===== src/rtl/frame_gen_cfg.svh =====
`ifndef FRAME_GEN_CFG_SVH
`define FRAME_GEN_CFG_SVH

//////////////////////////////////////////////////
// Payload buffer
//////////////////////////////////////////////////

`define FG_BUFFER_BYTES     2048
`define FG_ADDR_W           11

// 42 header bytes plus this gives a 60 byte frame before the FCS
`define FG_MIN_PAYLOAD      18

// Idle cycles between frame_done and ready
`define FG_GAP_CYCLES       15

//////////////////////////////////////////////////
// Protocol constants
//////////////////////////////////////////////////

`define FG_ETHERTYPE_IPV4   16'h0800
`define FG_IPV4_VER_IHL     8'h45
`define FG_IPV4_DSCP        8'h00
`define FG_IPV4_TTL         8'h80
`define FG_IPV4_PROTO_UDP   8'h11

`endif


===== src/rtl/frame_gen_pkg.sv =====
`default_nettype none

package frame_gen_pkg;

    typedef logic [7:0]  fg_byte_t;
    typedef logic [15:0] fg_word_t;

    //////////////////////////////////////////////////
    // IPv4 header, 20 bytes, no options
    //////////////////////////////////////////////////

    // Field order matches wire order, first byte in the top bits
    typedef struct packed {
        fg_byte_t    ver_ihl;
        fg_byte_t    dscp;
        fg_word_t    total_length;
        fg_word_t    identification;
        fg_word_t    flags;
        fg_byte_t    ttl;
        fg_byte_t    protocol;
        fg_word_t    checksum;
        logic [31:0] source;
        logic [31:0] destination;
    } ipv4_header_s;

    // Same 160 bits seen as fields, checksum words or wire bytes
    // words[9] and bytes[19] are the first on the wire
    typedef union packed {
        ipv4_header_s    fields;
        fg_word_t [9:0]  words;
        fg_byte_t [19:0] bytes;
    } ipv4_header_u;

endpackage

`default_nettype wire


===== src/rtl/frame_hdr_if.sv =====
`timescale 1ns/1ps
`default_nettype none

interface frame_hdr_if
    import frame_gen_pkg::*;
();

    logic         hdr_valid;
    ipv4_header_u ipv4_header;
    logic [47:0]  mac_destination;
    logic [47:0]  mac_source;
    fg_word_t     udp_source;
    fg_word_t     udp_destination;
    fg_word_t     udp_checksum;
    fg_word_t     udp_payload_size;

    modport source (
        output hdr_valid, ipv4_header, mac_destination, mac_source,
        output udp_source, udp_destination, udp_checksum, udp_payload_size
    );

    modport sink (
        input hdr_valid, ipv4_header, mac_destination, mac_source,
        input udp_source, udp_destination, udp_checksum, udp_payload_size
    );

endinterface

`default_nettype wire


===== src/rtl/frame_stream_if.sv =====
`timescale 1ns/1ps
`default_nettype none

interface frame_stream_if
    import frame_gen_pkg::*;
();

    fg_byte_t data;
    logic     valid;
    // First byte of the frame
    logic     start;
    // Final payload or pad byte, FCS not included
    logic     last;

    modport source (
        output data, valid, start, last
    );

    modport sink (
        input data, valid, start, last
    );

endinterface

`default_nettype wire


===== src/rtl/fcs_appender.sv =====
`timescale 1ns/1ps
`default_nettype none

module fcs_appender
    import frame_gen_pkg::*;
(
    input  logic         clock,
    input  logic         reset_n,
    frame_stream_if.sink stream,
    output logic [7:0]   frame_data,
    output logic         frame_valid,
    output logic         frame_start,
    output logic         frame_last,
    output logic         frame_done
);

    // Reflected form of 0x04C11DB7
    localparam logic [31:0] CRC_POLY_REFLECTED = 32'hEDB88320;
    localparam logic [31:0] CRC_INIT           = 32'hFFFFFFFF;

    logic [31:0] crc;
    logic [31:0] crc_next;
    logic        fcs_active;
    logic [1:0]  fcs_count;

    // LSB first, one bit per step
    function automatic logic [31:0] crc_byte(logic [31:0] crc_in, fg_byte_t data);
        logic [31:0] c;
        c = crc_in ^ {24'd0, data};
        for (int b = 0; b < 8; b++) begin
            if (c[0]) begin
                c = (c >> 1) ^ CRC_POLY_REFLECTED;
            end else begin
                c = c >> 1;
            end
        end
        return c;
    endfunction

    assign crc_next = crc_byte(stream.start ? CRC_INIT : crc, stream.data);

    //////////////////////////////////////////////////
    // Data path and FCS tail
    //////////////////////////////////////////////////

    always_ff @(posedge clock) begin
        frame_data <= fcs_active ? ~crc[7:0] : stream.data;
    end

    always_ff @(posedge clock or negedge reset_n) begin
        if (!reset_n) begin
            crc         <= CRC_INIT;
            fcs_active  <= 1'b0;
            fcs_count   <= '0;
            frame_valid <= 1'b0;
            frame_start <= 1'b0;
            frame_last  <= 1'b0;
            frame_done  <= 1'b0;
        end else begin
            frame_start <= 1'b0;
            frame_last  <= 1'b0;
            frame_done  <= 1'b0;
            if (fcs_active) begin
                // Shift out the complemented CRC, low byte first
                frame_valid <= 1'b1;
                crc         <= crc >> 8;
                fcs_count   <= fcs_count + 2'd1;
                if (fcs_count == 2'd3) begin
                    frame_last <= 1'b1;
                    frame_done <= 1'b1;
                    fcs_active <= 1'b0;
                end
            end else begin
                frame_valid <= stream.valid;
                if (stream.valid) begin
                    frame_start <= stream.start;
                    crc         <= crc_next;
                    if (stream.last) begin
                        fcs_active <= 1'b1;
                        fcs_count  <= '0;
                    end
                end
            end
        end
    end

endmodule

`default_nettype wire


===== src/rtl/frame_sequencer.sv =====
`timescale 1ns/1ps
`default_nettype none

`include "frame_gen_cfg.svh"

module frame_sequencer
    import frame_gen_pkg::*;
(
    input  logic                  clock,
    input  logic                  reset_n,
    input  logic [7:0]            buffer_read_data,
    output logic [`FG_ADDR_W-1:0] buffer_read_address,
    frame_hdr_if.sink             hdr,
    frame_stream_if.source        stream
);

    typedef enum logic [1:0] {
        SEQ_IDLE,
        SEQ_HEADER,
        SEQ_PAYLOAD,
        SEQ_PAD
    } seq_state_t;

    // MACs, EtherType, IPv4 and UDP headers
    localparam int HEADER_BYTES = 42;

    seq_state_t                  state;
    logic [15:0]                 count;
    fg_word_t                    udp_length;
    fg_byte_t [HEADER_BYTES-1:0] header_bytes;
    fg_byte_t                    next_byte;
    logic                        payload_end;
    logic                        short_payload;

    assign udp_length = hdr.udp_payload_size + 16'd8;

    // Top byte goes out first
    assign header_bytes = {
        hdr.mac_destination,
        hdr.mac_source,
        16'(`FG_ETHERTYPE_IPV4),
        hdr.ipv4_header.bytes,
        hdr.udp_source,
        hdr.udp_destination,
        udp_length,
        hdr.udp_checksum
    };

    assign payload_end   = (count == hdr.udp_payload_size - 16'd1);
    assign short_payload = (hdr.udp_payload_size < 16'(`FG_MIN_PAYLOAD));

    always_comb begin
        case (state)
            SEQ_HEADER:  next_byte = header_bytes[count[5:0]];
            SEQ_PAYLOAD: next_byte = buffer_read_data;
            SEQ_PAD:     next_byte = '0;
            default:     next_byte = header_bytes[HEADER_BYTES-1];
        endcase
    end

    always_ff @(posedge clock) begin
        stream.data <= next_byte;
    end

    //////////////////////////////////////////////////
    // Byte walk
    //////////////////////////////////////////////////

    always_ff @(posedge clock or negedge reset_n) begin
        if (!reset_n) begin
            state               <= SEQ_IDLE;
            count               <= '0;
            buffer_read_address <= '0;
            stream.valid        <= 1'b0;
            stream.start        <= 1'b0;
            stream.last         <= 1'b0;
        end else begin
            stream.start <= 1'b0;
            stream.last  <= 1'b0;
            case (state)
                SEQ_IDLE: begin
                    stream.valid <= hdr.hdr_valid;
                    if (hdr.hdr_valid) begin
                        // First header byte leaves on this edge
                        stream.start <= 1'b1;
                        count        <= 16'(HEADER_BYTES - 2);
                        state        <= SEQ_HEADER;
                    end
                end
                SEQ_HEADER: begin
                    stream.valid <= 1'b1;
                    if (count == 16'd0) begin
                        // Address 0 is already on the bus
                        buffer_read_address <= `FG_ADDR_W'(1);
                        state               <= SEQ_PAYLOAD;
                    end else begin
                        count <= count - 16'd1;
                    end
                end
                SEQ_PAYLOAD: begin
                    stream.valid <= 1'b1;
                    if (payload_end) begin
                        buffer_read_address <= '0;
                        if (short_payload) begin
                            count <= count + 16'd1;
                            state <= SEQ_PAD;
                        end else begin
                            stream.last <= 1'b1;
                            state       <= SEQ_IDLE;
                        end
                    end else begin
                        count               <= count + 16'd1;
                        buffer_read_address <= buffer_read_address + `FG_ADDR_W'(1);
                    end
                end
                SEQ_PAD: begin
                    stream.valid <= 1'b1;
                    if (count == 16'(`FG_MIN_PAYLOAD - 1)) begin
                        stream.last <= 1'b1;
                        state       <= SEQ_IDLE;
                    end else begin
                        count <= count + 16'd1;
                    end
                end
                default: begin
                    state <= SEQ_IDLE;
                end
            endcase
        end
    end

endmodule

`default_nettype wire


===== src/rtl/header_builder.sv =====
`timescale 1ns/1ps
`default_nettype none

`include "frame_gen_cfg.svh"

module header_builder
    import frame_gen_pkg::*;
(
    input  logic        clock,
    input  logic        reset_n,
    input  logic        enable,
    input  logic [47:0] mac_destination,
    input  logic [47:0] mac_source,
    input  logic [31:0] ipv4_source,
    input  logic [31:0] ipv4_destination,
    input  logic [15:0] ipv4_identification,
    input  logic [15:0] ipv4_flags,
    input  logic [15:0] udp_source,
    input  logic [15:0] udp_destination,
    input  logic [15:0] udp_checksum,
    input  logic [15:0] udp_payload_size,
    input  logic        frame_done,
    output logic        ready,
    frame_hdr_if.source hdr
);

    typedef enum logic [1:0] {
        HB_IDLE,
        HB_SUM,
        HB_WAIT,
        HB_GAP
    } hb_state_t;

    hb_state_t  state;
    // Word index while summing, gap countdown afterwards
    logic [3:0] count;
    fg_word_t   sum;
    fg_word_t   sum_next;
    logic       accept;

    // One's complement add with end-around carry
    function automatic fg_word_t ones_add(fg_word_t a, fg_word_t b);
        logic [16:0] total;
        total = {1'b0, a} + {1'b0, b};
        return total[15:0] + {15'd0, total[16]};
    endfunction

    assign accept   = ready && enable;
    assign sum_next = ones_add(sum, hdr.ipv4_header.words[count]);

    //////////////////////////////////////////////////
    // Control
    //////////////////////////////////////////////////

    always_ff @(posedge clock or negedge reset_n) begin
        if (!reset_n) begin
            state         <= HB_IDLE;
            ready         <= 1'b0;
            count         <= '0;
            sum           <= '0;
            hdr.hdr_valid <= 1'b0;
        end else begin
            hdr.hdr_valid <= 1'b0;
            case (state)
                HB_IDLE: begin
                    if (accept) begin
                        ready <= 1'b0;
                        count <= 4'd9;
                        sum   <= '0;
                        state <= HB_SUM;
                    end else begin
                        ready <= 1'b1;
                    end
                end
                HB_SUM: begin
                    // Checksum field is still zero during the sum
                    sum <= sum_next;
                    if (count == 4'd0) begin
                        hdr.hdr_valid <= 1'b1;
                        state         <= HB_WAIT;
                    end else begin
                        count <= count - 4'd1;
                    end
                end
                HB_WAIT: begin
                    if (frame_done) begin
                        count <= 4'(`FG_GAP_CYCLES - 2);
                        state <= HB_GAP;
                    end
                end
                HB_GAP: begin
                    if (count == 4'd0) begin
                        ready <= 1'b1;
                        state <= HB_IDLE;
                    end else begin
                        count <= count - 4'd1;
                    end
                end
                default: begin
                    state <= HB_IDLE;
                end
            endcase
        end
    end

    //////////////////////////////////////////////////
    // Latched header fields
    //////////////////////////////////////////////////

    always_ff @(posedge clock) begin
        if (accept) begin
            hdr.ipv4_header.fields.ver_ihl        <= `FG_IPV4_VER_IHL;
            hdr.ipv4_header.fields.dscp           <= `FG_IPV4_DSCP;
            hdr.ipv4_header.fields.total_length   <= udp_payload_size + 16'd28;
            hdr.ipv4_header.fields.identification <= ipv4_identification;
            hdr.ipv4_header.fields.flags          <= ipv4_flags;
            hdr.ipv4_header.fields.ttl            <= `FG_IPV4_TTL;
            hdr.ipv4_header.fields.protocol       <= `FG_IPV4_PROTO_UDP;
            hdr.ipv4_header.fields.checksum       <= '0;
            hdr.ipv4_header.fields.source         <= ipv4_source;
            hdr.ipv4_header.fields.destination    <= ipv4_destination;
            hdr.mac_destination                   <= mac_destination;
            hdr.mac_source                        <= mac_source;
            hdr.udp_source                        <= udp_source;
            hdr.udp_destination                   <= udp_destination;
            hdr.udp_checksum                      <= udp_checksum;
            hdr.udp_payload_size                  <= udp_payload_size;
        end else if (state == HB_SUM && count == 4'd0) begin
            hdr.ipv4_header.fields.checksum <= ~sum_next;
        end
    end

endmodule

`default_nettype wire


===== src/rtl/udp_frame_tx.sv =====
`timescale 1ns/1ps
`default_nettype none

`include "frame_gen_cfg.svh"

module udp_frame_tx (
    input  logic                  clock,
    input  logic                  reset_n,
    input  logic                  enable,
    input  logic [47:0]           mac_destination,
    input  logic [47:0]           mac_source,
    input  logic [31:0]           ipv4_source,
    input  logic [31:0]           ipv4_destination,
    input  logic [15:0]           ipv4_identification,
    input  logic [15:0]           ipv4_flags,
    input  logic [15:0]           udp_source,
    input  logic [15:0]           udp_destination,
    input  logic [15:0]           udp_checksum,
    input  logic [15:0]           udp_payload_size,
    input  logic [7:0]            buffer_read_data,
    output logic                  ready,
    output logic [`FG_ADDR_W-1:0] buffer_read_address,
    output logic [7:0]            frame_data,
    output logic                  frame_valid,
    output logic                  frame_start,
    output logic                  frame_last
);

    logic frame_done;

    frame_hdr_if    hdr_link ();
    frame_stream_if stream_link ();

    //////////////////////////////////////////////////
    // Header, sequencer, FCS
    //////////////////////////////////////////////////

    header_builder i_header_builder (
        .clock               (clock),
        .reset_n             (reset_n),
        .enable              (enable),
        .mac_destination     (mac_destination),
        .mac_source          (mac_source),
        .ipv4_source         (ipv4_source),
        .ipv4_destination    (ipv4_destination),
        .ipv4_identification (ipv4_identification),
        .ipv4_flags          (ipv4_flags),
        .udp_source          (udp_source),
        .udp_destination     (udp_destination),
        .udp_checksum        (udp_checksum),
        .udp_payload_size    (udp_payload_size),
        .frame_done          (frame_done),
        .ready               (ready),
        .hdr                 (hdr_link.source)
    );

    frame_sequencer i_frame_sequencer (
        .clock               (clock),
        .reset_n             (reset_n),
        .buffer_read_data    (buffer_read_data),
        .buffer_read_address (buffer_read_address),
        .hdr                 (hdr_link.sink),
        .stream              (stream_link.source)
    );

    // Also reports the end of each frame back to the header stage
    fcs_appender i_fcs_appender (
        .clock       (clock),
        .reset_n     (reset_n),
        .stream      (stream_link.sink),
        .frame_data  (frame_data),
        .frame_valid (frame_valid),
        .frame_start (frame_start),
        .frame_last  (frame_last),
        .frame_done  (frame_done)
    );

endmodule

`default_nettype wire

===== config.mk =====
export PLATFORM = sky130hd
export DESIGN_NAME = udp_frame_tx
export DESIGN_NICKNAME = d
export VERILOG_FILES = /design/src/rtl/frame_gen_pkg.sv /design/src/rtl/frame_hdr_if.sv /design/src/rtl/frame_stream_if.sv /design/src/rtl/fcs_appender.sv /design/src/rtl/frame_sequencer.sv /design/src/rtl/header_builder.sv /design/src/rtl/udp_frame_tx.sv
export VERILOG_INCLUDE_DIRS = /design/src /design/src/rtl
export SDC_FILE = /design/constraint.sdc
export NUM_CORES = 1
export LEC_CHECK = 0
export BUFFER_PORTS_ARGS = -buffer_cell sky130_fd_sc_hd__clkbuf_2
export CAP_MARGIN = 5
export CELL_PAD_IN_SITES_DETAIL_PLACEMENT = 1
export CELL_PAD_IN_SITES_GLOBAL_PLACEMENT = 1
export CORE_MARGIN = 4
export CORE_UTILIZATION = 51
export CTS_CLUSTER_SIZE = 8
export DETAILED_ROUTE_END_ITERATION = 7
export MAX_ROUTING_LAYER = met4
export PLACE_DENSITY = 0.85
export SYNTH_ARGS = -nofsm -noshare
export SYNTH_HDL_FRONTEND = slang
export SYNTH_SLANG_ARGS = --single-unit

===== constraint.sdc =====
create_clock -name clock -period 22.7 [get_ports clock]
set_clock_uncertainty 0.15 [all_clocks]
set_input_delay 4.54 -clock clock [delete_from_list [all_inputs] [get_ports clock]]
set_output_delay 4.54 -clock clock [all_outputs]
set_load 0.1 [all_outputs]

==> results.py, run 1 <==
metrics = {
    "timing": {
        "fmax_ghz": 0.1312,
        "holdWs_ns": 0.3239,
        "period_needed_ns": 7.621,
        "rsz0062_at_grt": "false",
        "setup_violations": 0,
        "drv_slew": 0,
        "worst-slew-pin-transition_ns": 1.246,
        "finalCritPeriodShare_pct": 33.57,
        "relSlewSlack_pct": 15.87,
        "setup_tns_ns": 0,
        "hold_viol": 0,
    },
    "global_routing": {
        "grtUsageMet3_pct": 7.308,
        "grt_max_degree": 123,
        "use_met1_pct": 40.68,
        "grt_pass1_wl_microns": 109200,
        "top_usage_layer": "met2",
        "gr-total-overflow": 0,
        "grt_util_met2_pct": 54.63,
        "grt_pass1_vias": 17330,
        "grt_usage_pct": 33.27,
        "antenna_found_initial": 2,
    },
    "yosys": {
        "synth_ff_type": "edfxtp_1",
        "synthCells": 1710,
        "yosysTopAreaCell": "edfxtp_1",
        "synth_warnings": 0,
        "synth_fp_nets": 2022,
        "syn_avg_cell_area_sq_um": 12.18,
        "synth_area_sq_um": 20820,
        "yosysSeqAreaShare_pct": 53.50,
        "ys_ff_latch": 396,
        "synth-edff-count": 270,
        "async_flop_share_pct": 23.74,
        "synth_area_leaders": "edfxtp_1, mux4_2, dfrtp_1",
        "synth_top_area_share_pct": 38.93,
        "synthDistinctLibCells": 85,
    },
    "layout": {
        "drive_gt1_share_pct": 25.86,
        "fin_util_pct": 60.59,
        "syn2layout_area_growth_pct": 16.40,
        "final_nets": 2283,
        "layout_common_cells": "clkbuf_2, edfxtp_1, nor2_1, xnor2_1, o21ai_0",
        "final_common_cell": "clkbuf_2",
    },
    "route": {
        "dr_total_vias": 16380,
        "vias_per_cell": 6.462,
        "post_drt_wl_per_cell_microns": 28.71,
        "drc": 0,
        "dr.pass1.iters": 6,
        "drt_iter0_markers": 2003,
        "drt_wl_total_microns": 72780,
        "antenna_left": 0,
    },
    "die": {
        "die_width_microns": 210.1,
        "rows": 73,
        "coreArea_sq_um": 40010,
        "io_pins": 290,
        "fp.dieArea_sq_um": 44130,
        "die_h_microns": 210.1,
        "start_util_pct": 52.05,
    },
    "placement": {
        "gp_congestion": 0.9069,
        "dp_hpwl_microns": 50580,
        "port_buffers": 289,
    },
    "clock_tree": {
        "ctsResizeCount": 0,
        "ctsHoldBuffers": 0,
        "clockRootBuffer": "clkbuf_16",
        "insertion_delay_ns": 0.59,
        "clkTransAtPathRegs_ns": 0.05,
        "cts_max_path_buffers": 3,
        "htreeDepth": 2,
        "cts_setup_buffers": 0,
        "cts.sinks": 396,
        "numCtsBuffers": 55,
        "tritoncts": "yes",
    },
    "status": {
        "status": "complete, no violations",
    },
    "run": {
        "maxCapViolCount": 0,
    },
    "hold_path": {
        "hold_class": "register to register",
    },
    "pwr": {
        "peakVddDrop_mv": 0.09666,
        "power_density_nw_per_um2": 174.8,
        "leakagePower_nw": 9.440,
    },
    "setup_path": {
        "path_class": "input port to register",
        "end_kind": "register",
        "cp.required_ns": 22.75,
        "worstPathArrival_ns": 7.67,
        "cp-start-kind": "input port",
        "path_max_fanout": 122,
    },
}
[final cells by class]
class,count,area (sq um)
diodes,3,7.507
clock buffers,90,1529
clock inverters,3,55.05
fillers,4090,15770
inverters,50,195.2
multi-input cells,1160,9059
flip-flops and latches,396,11150
well taps,525,656.9
repair buffers,308,1592
[through the flow]
step	setup slack (ns)	area, sq um	instances	total power [mW]
after CTS	15.21	24230	2532	4.221
after floorplan	9.473	20830	1710	2.842
after global routing	14.90	24240	2534	4.474
after detailed placement	14.61	22650	2439	3.398
after global placement	14.79	22650	2439	3.275
final	15.08	24240	2535	4.238
[cells by family after synthesis]
| group | Yosys count | share of synthesized area, % |
|---|---|---|
| buffers and inverters | 154 | 3.022 |
| adders and majority gates | 46 | 2.824 |
| and+or+nand+nor | 419 | 9.859 |
| muxes | 149 | 11.72 |
| xor gates and xnor gates | 153 | 6.435 |
| DFF | 396 | 53.50 |
| AOI/OAI and AO/OA | 393 | 12.64 |
[where the power goes]
part           total, mW  switching [mW]  leakage (nW)  internal (mW)
registers           1.20           0.177          3.94           1.03
logic               2.26            1.34          4.74          0.918
clock network      0.776           0.320         0.755          0.456
total               4.24            1.84          9.44           2.40
[routing by layer]
layer / wire length (microns) / part of all wire [%] / vias to the layer above
met5: 0 / 0 / -
met4: 3447 / 4.7 / 0
met3: 6631 / 9.1 / 224
met2: 35470 / 49 / 1027
met1: 27230 / 37 / 8146
li1: - / - / 6984
[cell usage after synthesis (12+ instances only)]
| master | number |
|---|---|
| o21ai_0 | 118 |
| o22ai_1 | 23 |
| nand2_1 | 117 |
| mux4_2 | 74 |
| a211oi_1 | 20 |
| a221o_1 | 13 |
| nand3_1 | 41 |
| dfstp_2 | 32 |
| mux2_2 | 19 |
| xnor2_1 | 118 |
| or3_1 | 12 |
| mux2i_1 | 56 |
| nand2b_1 | 16 |
| nor3_1 | 26 |
| xor2_1 | 35 |
| buf_1 | 13 |
| edfxtp_1 | 270 |
| nor2b_1 | 12 |
| clkbuf_1 | 66 |
| buf_2 | 20 |
| inv_1 | 47 |
| and3_1 | 16 |
| ha_1 | 43 |
| a21o_1 | 16 |
| o22a_1 | 13 |
| nor2_1 | 118 |
| a22o_1 | 19 |
| a21oi_1 | 69 |
| dfrtp_1 | 62 |
| dfxtp_1 | 32 |
| o21a_1 | 14 |
[registers in the layout (all words and copies together), names as in the netlist, 2 cells and up]
name / cells
i_header_builder.hdr.mac_source: 48
i_header_builder.state: 2
i_frame_sequencer.buffer_read_address: 11
i_header_builder.count: 4
i_frame_sequencer.stream.data: 8
i_header_builder.hdr.udp_destination: 16
i_header_builder.sum: 16
i_header_builder.hdr.udp_checksum: 16
i_fcs_appender.fcs_count: 2
i_fcs_appender.frame_data: 8
i_header_builder.hdr.mac_destination: 48
i_fcs_appender.crc: 32
i_header_builder.hdr.udp_source: 16
i_header_builder.hdr.udp_payload_size: 16
i_frame_sequencer.count: 16
i_header_builder.hdr.ipv4_header: 126
i_frame_sequencer.state: 2
[critical path, stage by stage]
cell and delay (ns):
clkbuf_2 0.08, nand2_1 0.28, inv_8 0.68, buf_4 0.81, buf_4 1.07
[path summary, 6_finish.rpt]
| kind | startpoint | endpoint | slack (ns) | cells after the start |
|---|---|---|---|---|
| setup / recovery | enable | i_header_builder.hdr.mac_source[22]$_DFFE_PP_ | 15.08 | 5 |
| hold / removal | i_fcs_appender.crc[27]$_DFFE_PN1P_ | i_fcs_appender.crc[19]$_DFFE_PN1P_ | 0.32 | 2 |
| setup reg to reg | i_header_builder.count[0]$_DFFE_PN0P_ | i_header_builder.sum[14]$_DFFE_PN0P_ | 15.57 | 22 |
| hold reg to reg | i_fcs_appender.crc[27]$_DFFE_PN1P_ | i_fcs_appender.crc[19]$_DFFE_PN1P_ | 0.32 | 2 |
| max in group asynchronous | reset_n | i_frame_sequencer.count[0]$_DFFE_PN0P_ | 17.29 | 2 |
| min in group asynchronous | reset_n | i_header_builder.sum[13]$_DFFE_PN0P_ | 3.78 | 1 |
(Power assumes the default switching activity.)
==> run 2: changes to the inputs <==
- ABC_AREA: not set -> 1
- CORE_UTILIZATION: 51 -> 45
- PLACE_DENSITY: 0.85 -> 0.79
- clock period: 22.7 -> 7.05 ns (I/O delays scaled with it)
==> run 2 against run 1 <==
Global-route usage is 1.5 points lower; combinational power grew to 3.1 times the previous value; critical endpoint is now i_header_builder.sum[12]$_DFFE_PN0P_; worst hold slack better by 0.017 ns; cell count is 27% higher; largest power group unchanged; critical path depth is 19 higher; sequential share of layout area is 1.1 points lower; first-iteration DRC count is 1.4% higher; clock power grew to 3.3 times the previous value; area after synthesis is 1.4% higher; total power grew to 3.1 times the previous value; sequential cell count stayed put.
==> results.py, run 2 <==
metrics = {
    "yosys": {
        "synth_fp_nets": 2586,
        "async_flop_share_pct": 23.74,
        "synth_area_sq_um": 21110,
        "synth-edff-count": 270,
        "synth_top_area_share_pct": 38.41,
        "synth-simple-area-share_pct": 17.18,
        "synth_warnings": 0,
        "synth.most_common_cell": "nand2_1",
        "syn_avg_cell_area_sq_um": 9.283,
        "synth_area_leaders": "edfxtp_1, nand2_1, dfrtp_1",
        "synthCells": 2274,
        "yosysSeqAreaShare_pct": 52.77,
        "ys_top_cells_by_count": "nand2_1, edfxtp_1, inv_1",
        "synth_top_family_by_area": "simple AND/OR/NAND/NOR gates",
        "yosysTopAreaCell": "edfxtp_1",
        "ys_ff_latch": 396,
        "synth_mux_area_share_pct": 0,
        "synth_compound_area_share_pct": 14.43,
        "synth_adder_area_share_pct": 2.738,
        "synth_xor_area_share_pct": 6.490,
        "synthDistinctLibCells": 62,
        "synth_ff_type": "edfxtp_1",
    },
    "run": {
        "maxCapViolCount": 0,
    },
    "setup_path": {
        "path_max_fanout": 38,
        "path_class": "register to register",
        "worstPathArrival_ns": 5.75,
        "cp.required_ns": 7.38,
        "path_common_cell": "nand2_1",
        "crit_buf_inv": 2,
        "cp-start-kind": "register",
        "crit_slowest_cell": "inv_1",
        "end_kind": "register",
        "cpPeakStageDelay_ns": 0.96,
        "cp_top_family": "simple AND/OR/NAND/NOR gates",
        "path_cells": "inv_1, a21oi_1, o21ai_0, o21ai_0, o211ai_1, o21ai_0, ha_1, nand2_1, nor2_1, and2_1, nand2_1, nand2_1, a21oi_1, o21bai_1, ha_1, nand2_1, nor2_1, nand2_1, nor2_4, nand3_1, inv_1, nand3_1, nand3_1, o21ai_0",
    },
    "timing": {
        "setup_violations": 0,
        "drv_slew": 0,
        "period_needed_ns": 5.420,
        "fmax_ghz": 0.1845,
        "worst-slew-pin-transition_ns": 1.158,
        "relSlewSlack_pct": 22.69,
        "finalCritPeriodShare_pct": 76.88,
        "setup_tns_ns": 0,
        "rsz0062_at_grt": "false",
        "hold_viol": 0,
    },
    "clock_tree": {
        "ctsResizeCount": 0,
        "clockRootBuffer": "clkbuf_16",
        "insertion_delay_ns": 0.63,
        "ctsHoldBuffers": 0,
        "htreeDepth": 2,
        "cts.sinks": 396,
        "tritoncts": "yes",
        "cts_setup_buffers": 0,
        "clkTransAtPathRegs_ns": 0.06,
        "numCtsBuffers": 56,
        "cts_max_path_buffers": 3,
    },
    "pwr": {
        "swShare_pct": 47.42,
        "combinationalPowerShare_pct": 52.4,
        "power_density_nw_per_um2": 530.4,
        "p_sw_mw": 6.243,
        "intPower_mw": 6.922,
        "peakVddDrop_mv": 0.4560,
        "clkPwrFrac_pct": 19.3,
        "p_seq_share_pct": 28.3,
        "leakagePower_nw": 10.67,
    },
    "global_routing": {
        "grt_pass1_vias": 19610,
        "grt_usage_pct": 31.74,
        "grt_pass1_wl_microns": 119900,
        "grt_max_degree": 152,
        "antenna_found_initial": 16,
        "gr-total-overflow": 0,
    },
    "hold_path": {
        "hold_class": "register to register",
    },
    "layout": {
        "fin_util_pct": 53.43,
        "largest-register": "i_header_builder.hdr.ipv4_header",
        "final_common_cell": "nand2_1",
        "layout_common_cells": "nand2_1, clkbuf_2, edfxtp_1, inv_1, o21ai_0",
        "final_nets": 2865,
        "drive_gt1_share_pct": 17.81,
        "syn2layout_area_growth_pct": 17.58,
        "fin_area_sq_um": 24820,
        "n_fill_cell": 5372,
        "final_cell_count_no_fill": 3215,
        "largest_register_ffs": 126,
        "top_regs": "i_header_builder.hdr.ipv4_header x126, i_header_builder.hdr.mac_destination x48, i_header_builder.hdr.mac_source x48",
    },
    "die": {
        "die_h_microns": 224.6,
        "rows": 79,
        "io_pins": 290,
        "coreArea_sq_um": 46460,
        "die_width_microns": 224.6,
        "start_util_pct": 45.44,
        "fp.dieArea_sq_um": 50440,
    },
    "route": {
        "vias_per_cell": 5.852,
        "drt_wl_total_microns": 79280,
        "antenna_left": 0,
        "dr_total_vias": 18810,
        "drc": 0,
        "drt_iter0_markers": 2031,
        "dr.pass1.iters": 7,
        "post_drt_wl_per_cell_microns": 24.66,
    },
    "placement": {
        "placed_area_sq_um": 23140,
        "placed_cells": 3102,
        "dp_hpwl_microns": 58470,
        "gp_congestion": 0.9851,
        "port_buffers": 289,
    },
    "status": {
        "status": "complete, no violations",
    },
}
run 2: cell count changes after synthesis, moves of 23 or more:
cell | previous run | this run
xnor2_1 | 118 | 40
mux2i_1 | 56 | 0
nand2_1 | 117 | 461
a21oi_1 | 69 | 92
nor2_1 | 118 | 161
nand4_1 | 9 | 36
o22ai_1 | 23 | 84
xor2_1 | 35 | 84
nand3_1 | 41 | 119
a22oi_1 | 6 | 46
inv_1 | 47 | 247
mux4_2 | 74 | 0
o21ai_0 | 118 | 174
run 2: layer usage:
metal | vias to the layer above | global-route usage, % | routed length [microns]
met2 | 868 | 51.08 | 38080
met4 | 0 | 8.676 | 2362
met3 | 168 | 7.766 | 6639
met1 | 9339 | 40.50 | 32200
met5 | - | - | 0
li1 | 8438 | - | -
run 2: path summary, 6_finish.rpt:
kind | startpoint | slack, ns | to | cells past startpoint
hold reg to reg | i_fcs_appender.crc[0]$_DFFE_PN1P_ | 0.34 | i_fcs_appender.crc[0]$_DFFE_PN1P_ | 2
max in group asynchronous | reset_n | 4.85 | i_frame_sequencer.count[10]$_DFFE_PN0P_ | 2
setup reg to reg | i_header_builder.count[1]$_DFFE_PN0P_ | 1.63 | i_header_builder.sum[12]$_DFFE_PN0P_ | 24
hold / removal | i_fcs_appender.crc[0]$_DFFE_PN1P_ | 0.34 | i_fcs_appender.crc[0]$_DFFE_PN1P_ | 2
min in group asynchronous | reset_n | 0.63 | i_fcs_appender.frame_last$_DFF_PN0_ | 1
setup / recovery | i_header_builder.count[1]$_DFFE_PN0P_ | 1.63 | i_header_builder.sum[12]$_DFFE_PN0P_ | 24
run 2: kinds of logic after synthesis:
group           Yosys count
buf+inv                 349
compound gates          505
xor+xnor                138
simple gates            841
flops                   396
fa+ha+maj                45
run 2: area by class of cell:
class,instances,area [sq um],share of cell area [%]
well taps,607,759.5,3.060
diodes,19,47.55,0.1916
flip-flops and latches,396,11140,44.88
clock inverters,4,85.08,0.3428
inverters,257,972.2,3.917
multi-input cells,1529,8626,34.75
clock buffers,90,1549,6.241
repair buffers,313,1642,6.614
run 2: power by group through the flow:
stage | sequential, mW | clock (mW) | combinational, mW
2_1_floorplan | 3.86 | 0 | 4.62
3_3_place_gp | 3.72 | 0 | 6.51
3_5_place_dp | 3.74 | 0 | 6.73
4_1_cts | 3.71 | 2.56 | 6.83
5_1_grt | 3.77 | 2.68 | 7.57
6_report | 3.73 | 2.54 | 6.90
run 2: worst reg2reg max path: cells and delay by family (launching register included):
| family | cells | cell delay, ns |
|---|---|---|
| DFF | 1 | 0.62 |
| AOI/OAI and AO/OA | 8 | 1.10 |
| and+or+nand+nor | 12 | 1.67 |
| buffers and inverters | 2 | 1.08 |
| adders and majority gates | 2 | 0.67 |
run 2: stage by stage:
stage | hold WS (ns) | setup slack [ns] | power, mW
after floorplan | 0.2934 | 1.194 | 8.480
after global placement | 0.3158 | 2.021 | 10.22
after detailed placement | 0.3391 | 1.801 | 10.48
after CTS | 0.3440 | 1.748 | 13.10
after global routing | 0.3713 | 1.099 | 14.02
final | 0.3413 | 1.630 | 13.16
==> run 3: changes to the inputs <==
- CORE_UTILIZATION: 45 -> 40
- PLACE_DENSITY: 0.79 -> 0.74
- clock period: 7.05 -> 4.8 ns (I/O delays scaled with it)
==> run 3 against run 2 <==
Combinational power increased by 48%; fmax increased by 23%; first-iteration DRC count decreased by 17%; critical path type unchanged; largest cell class unchanged; largest power group unchanged.
==> results.py, run 3 (synthesis gave the netlist of run 2 again) <==
metrics = {
    "die": {
        "coreArea_sq_um": 51820,
        "rows": 83,
        "io_pins": 290,
        "die_h_microns": 237.7,
        "start_util_pct": 40.74,
        "die_width_microns": 237.7,
        "fp.dieArea_sq_um": 56520,
    },
    "setup_path": {
        "startpoint": "i_header_builder.count[1]$_DFFE_PN0P_",
        "reg2regPathDepth": 25,
        "cp-start-kind": "register",
        "cpPeakStageDelay_ns": 0.49,
        "worstPathArrival_ns": 4.74,
        "reg2reg_setup_slack_ns": 0.38,
        "end_kind": "register",
        "cp.required_ns": 5.12,
        "path_class": "register to register",
        "timing.rr.start": "i_header_builder.count[1]$_DFFE_PN0P_",
        "path_common_cell": "nand2_1",
        "path_max_fanout": 24,
        "crit_slowest_cell": "dfrtp_2",
        "r2r_end": "i_header_builder.sum[14]$_DFFE_PN0P_",
    },
    "pwr": {
        "peakVddDrop_mv": 0.3585,
        "fin_total_pwr_mw": 19.41,
        "leakagePower_nw": 10.80,
        "power_density_nw_per_um2": 771.9,
    },
    "placement": {
        "gp_congestion": 0.9464,
        "port_buffers": 289,
        "dp_hpwl_microns": 58970,
    },
    "route": {
        "dr.pass1.iters": 5,
        "vias_per_cell": 5.586,
        "dr_total_vias": 18420,
        "antenna_left": 0,
        "drt_iter0_markers": 1691,
        "post_drt_wl_per_cell_microns": 23.62,
        "drt_wl_total_microns": 77880,
        "drc": 0,
    },
    "timing": {
        "relSlewSlack_pct": 30.03,
        "period_needed_ns": 4.424,
        "setup_tns_ns": 0,
        "holdWs_ns": 0.3387,
        "finalCritPeriodShare_pct": 92.16,
        "fmax_ghz": 0.2261,
        "rsz0062_at_grt": "false",
        "drv_slew": 0,
        "hold_viol": 0,
        "worst-slew-pin-transition_ns": 1.050,
        "setup_violations": 0,
    },
    "layout": {
        "n_fill_cell": 5965,
        "multiInputGateArea_sq_um": 8646,
        "top_regs": "i_header_builder.hdr.ipv4_header x126, i_header_builder.hdr.mac_destination x48, i_header_builder.hdr.mac_source x48",
        "layout_common_cells": "nand2_1, clkbuf_2, edfxtp_1, inv_1, o21ai_0",
        "drive_gt1_share_pct": 18.75,
        "seqCellArea_sq_um": 11140,
        "final_nets": 2885,
        "syn2layout_area_growth_pct": 19.10,
        "largest_register_ffs": 126,
        "final_common_cell": "nand2_1",
        "largest-register": "i_header_builder.hdr.ipv4_header",
    },
    "hold_path": {
        "hold_path_end": "i_fcs_appender.crc[0]$_DFFE_PN1P_",
        "whs_path_depth": 2,
        "hold_class": "register to register",
        "worstHoldStart": "i_fcs_appender.crc[0]$_DFFE_PN1P_",
    },
    "global_routing": {
        "grt_max_degree": 144,
        "gr-total-overflow": 0,
        "grt_usage_pct": 27.80,
        "grt_pass1_vias": 19220,
        "grt_pass1_wl_microns": 118100,
        "antenna_found_initial": 10,
    },
    "clock_tree": {
        "numCtsBuffers": 57,
        "clkTransAtPathRegs_ns": 0.06,
        "clockRootBuffer": "clkbuf_16",
        "htreeDepth": 2,
        "cts.sinks": 396,
        "tritoncts": "yes",
        "insertion_delay_ns": 0.62,
        "cts_max_path_buffers": 3,
    },
    "status": {
        "status": "complete, no violations",
    },
    "run": {
        "maxCapViolCount": 0,
    },
}
-- run 3: cell count changes in the layout (fill, tap and decap cells not counted), sizes merged --
cell,delta
clkinvlp,+2
inv,+2
clkbuf,+1
diode,-10
buf,+18
clkinv,-4
-- run 3: metrics by stage --
step,setup WS [ns],cells,util [%],instance area [sq um]
after floorplan,0.8942,2274,-,21110
after global placement,0.3583,3190,45.12,23380
after detailed placement,0.1794,3190,45.12,23380
after CTS,0.1425,3284,48.34,25050
after global routing,0.008830,3297,48.52,25140
final,0.3763,3297,48.52,25140
-- run 3: power by group --
part	total (mW)	switching [mW]	leakage [nW]	internal (mW)
clock network	3.77	1.51	0.792	2.26
registers	5.44	0.664	3.95	4.78
logic	10.2	6.84	6.05	3.35
-- run 3: final cells by class --
class	instances	area share [%]
Timing Repair Buffer	332	7.316
Sequential cell	396	44.32
Tap cell	680	3.384
Clock buffer	90	6.370
Inverter	257	3.877
Clock inverter	4	0.2588
Antenna cell	9	0.08958
Multi-Input combinational cell	1529	34.39
-- run 3: repair_timing --
item	4_1_cts	5_1_grt
hold buffers	0	0
setup buffers	0	3
hold endpoints to repair	0	0
setup endpoints to repair	0	26
resized for setup	0	9
-- run 3: critical path, delay by kind of cell (launching register included) --
| kind | cells | cell delay (ns) |
|---|---|---|
| buffers and inverters | 3 | 0.50 |
| AOI/OAI and AO/OA | 9 | 1.22 |
| DFF | 1 | 0.49 |
| adders and majority gates | 2 | 0.54 |
| and+or+nand+nor | 11 | 1.36 |
-- run 3: worst max-delay path by stage --
| stage | endpoint | slack (ns) | cells past startpoint |
|---|---|---|---|
| after floorplan | i_header_builder.hdr.ipv4_header[0]$_DFFE_PP_ | 0.89 | 3 |
| after global placement | i_header_builder.hdr.ipv4_header[76]$_SDFFE_PP0P_ | 0.36 | 27 |
| after detailed placement | i_header_builder.hdr.ipv4_header[76]$_SDFFE_PP0P_ | 0.18 | 27 |
| after CTS | i_header_builder.hdr.ipv4_header[76]$_SDFFE_PP0P_ | 0.14 | 27 |
| after global routing | i_header_builder.hdr.ipv4_header[76]$_SDFFE_PP0P_ | 0.009 | 29 |
| final | i_header_builder.sum[14]$_DFFE_PN0P_ | 0.38 | 25 |
-- run 3: per-layer routing --
metal | GRT usage (%) | part of all wire (%) | up-vias
li1 | - | - | 8453
met1 | 36.56 | 43 | 9149
met2 | 44.95 | 48 | 700
met3 | 5.082 | 6.8 | 114
met4 | 6.812 | 2.5 | 0
met5 | - | 0 | -
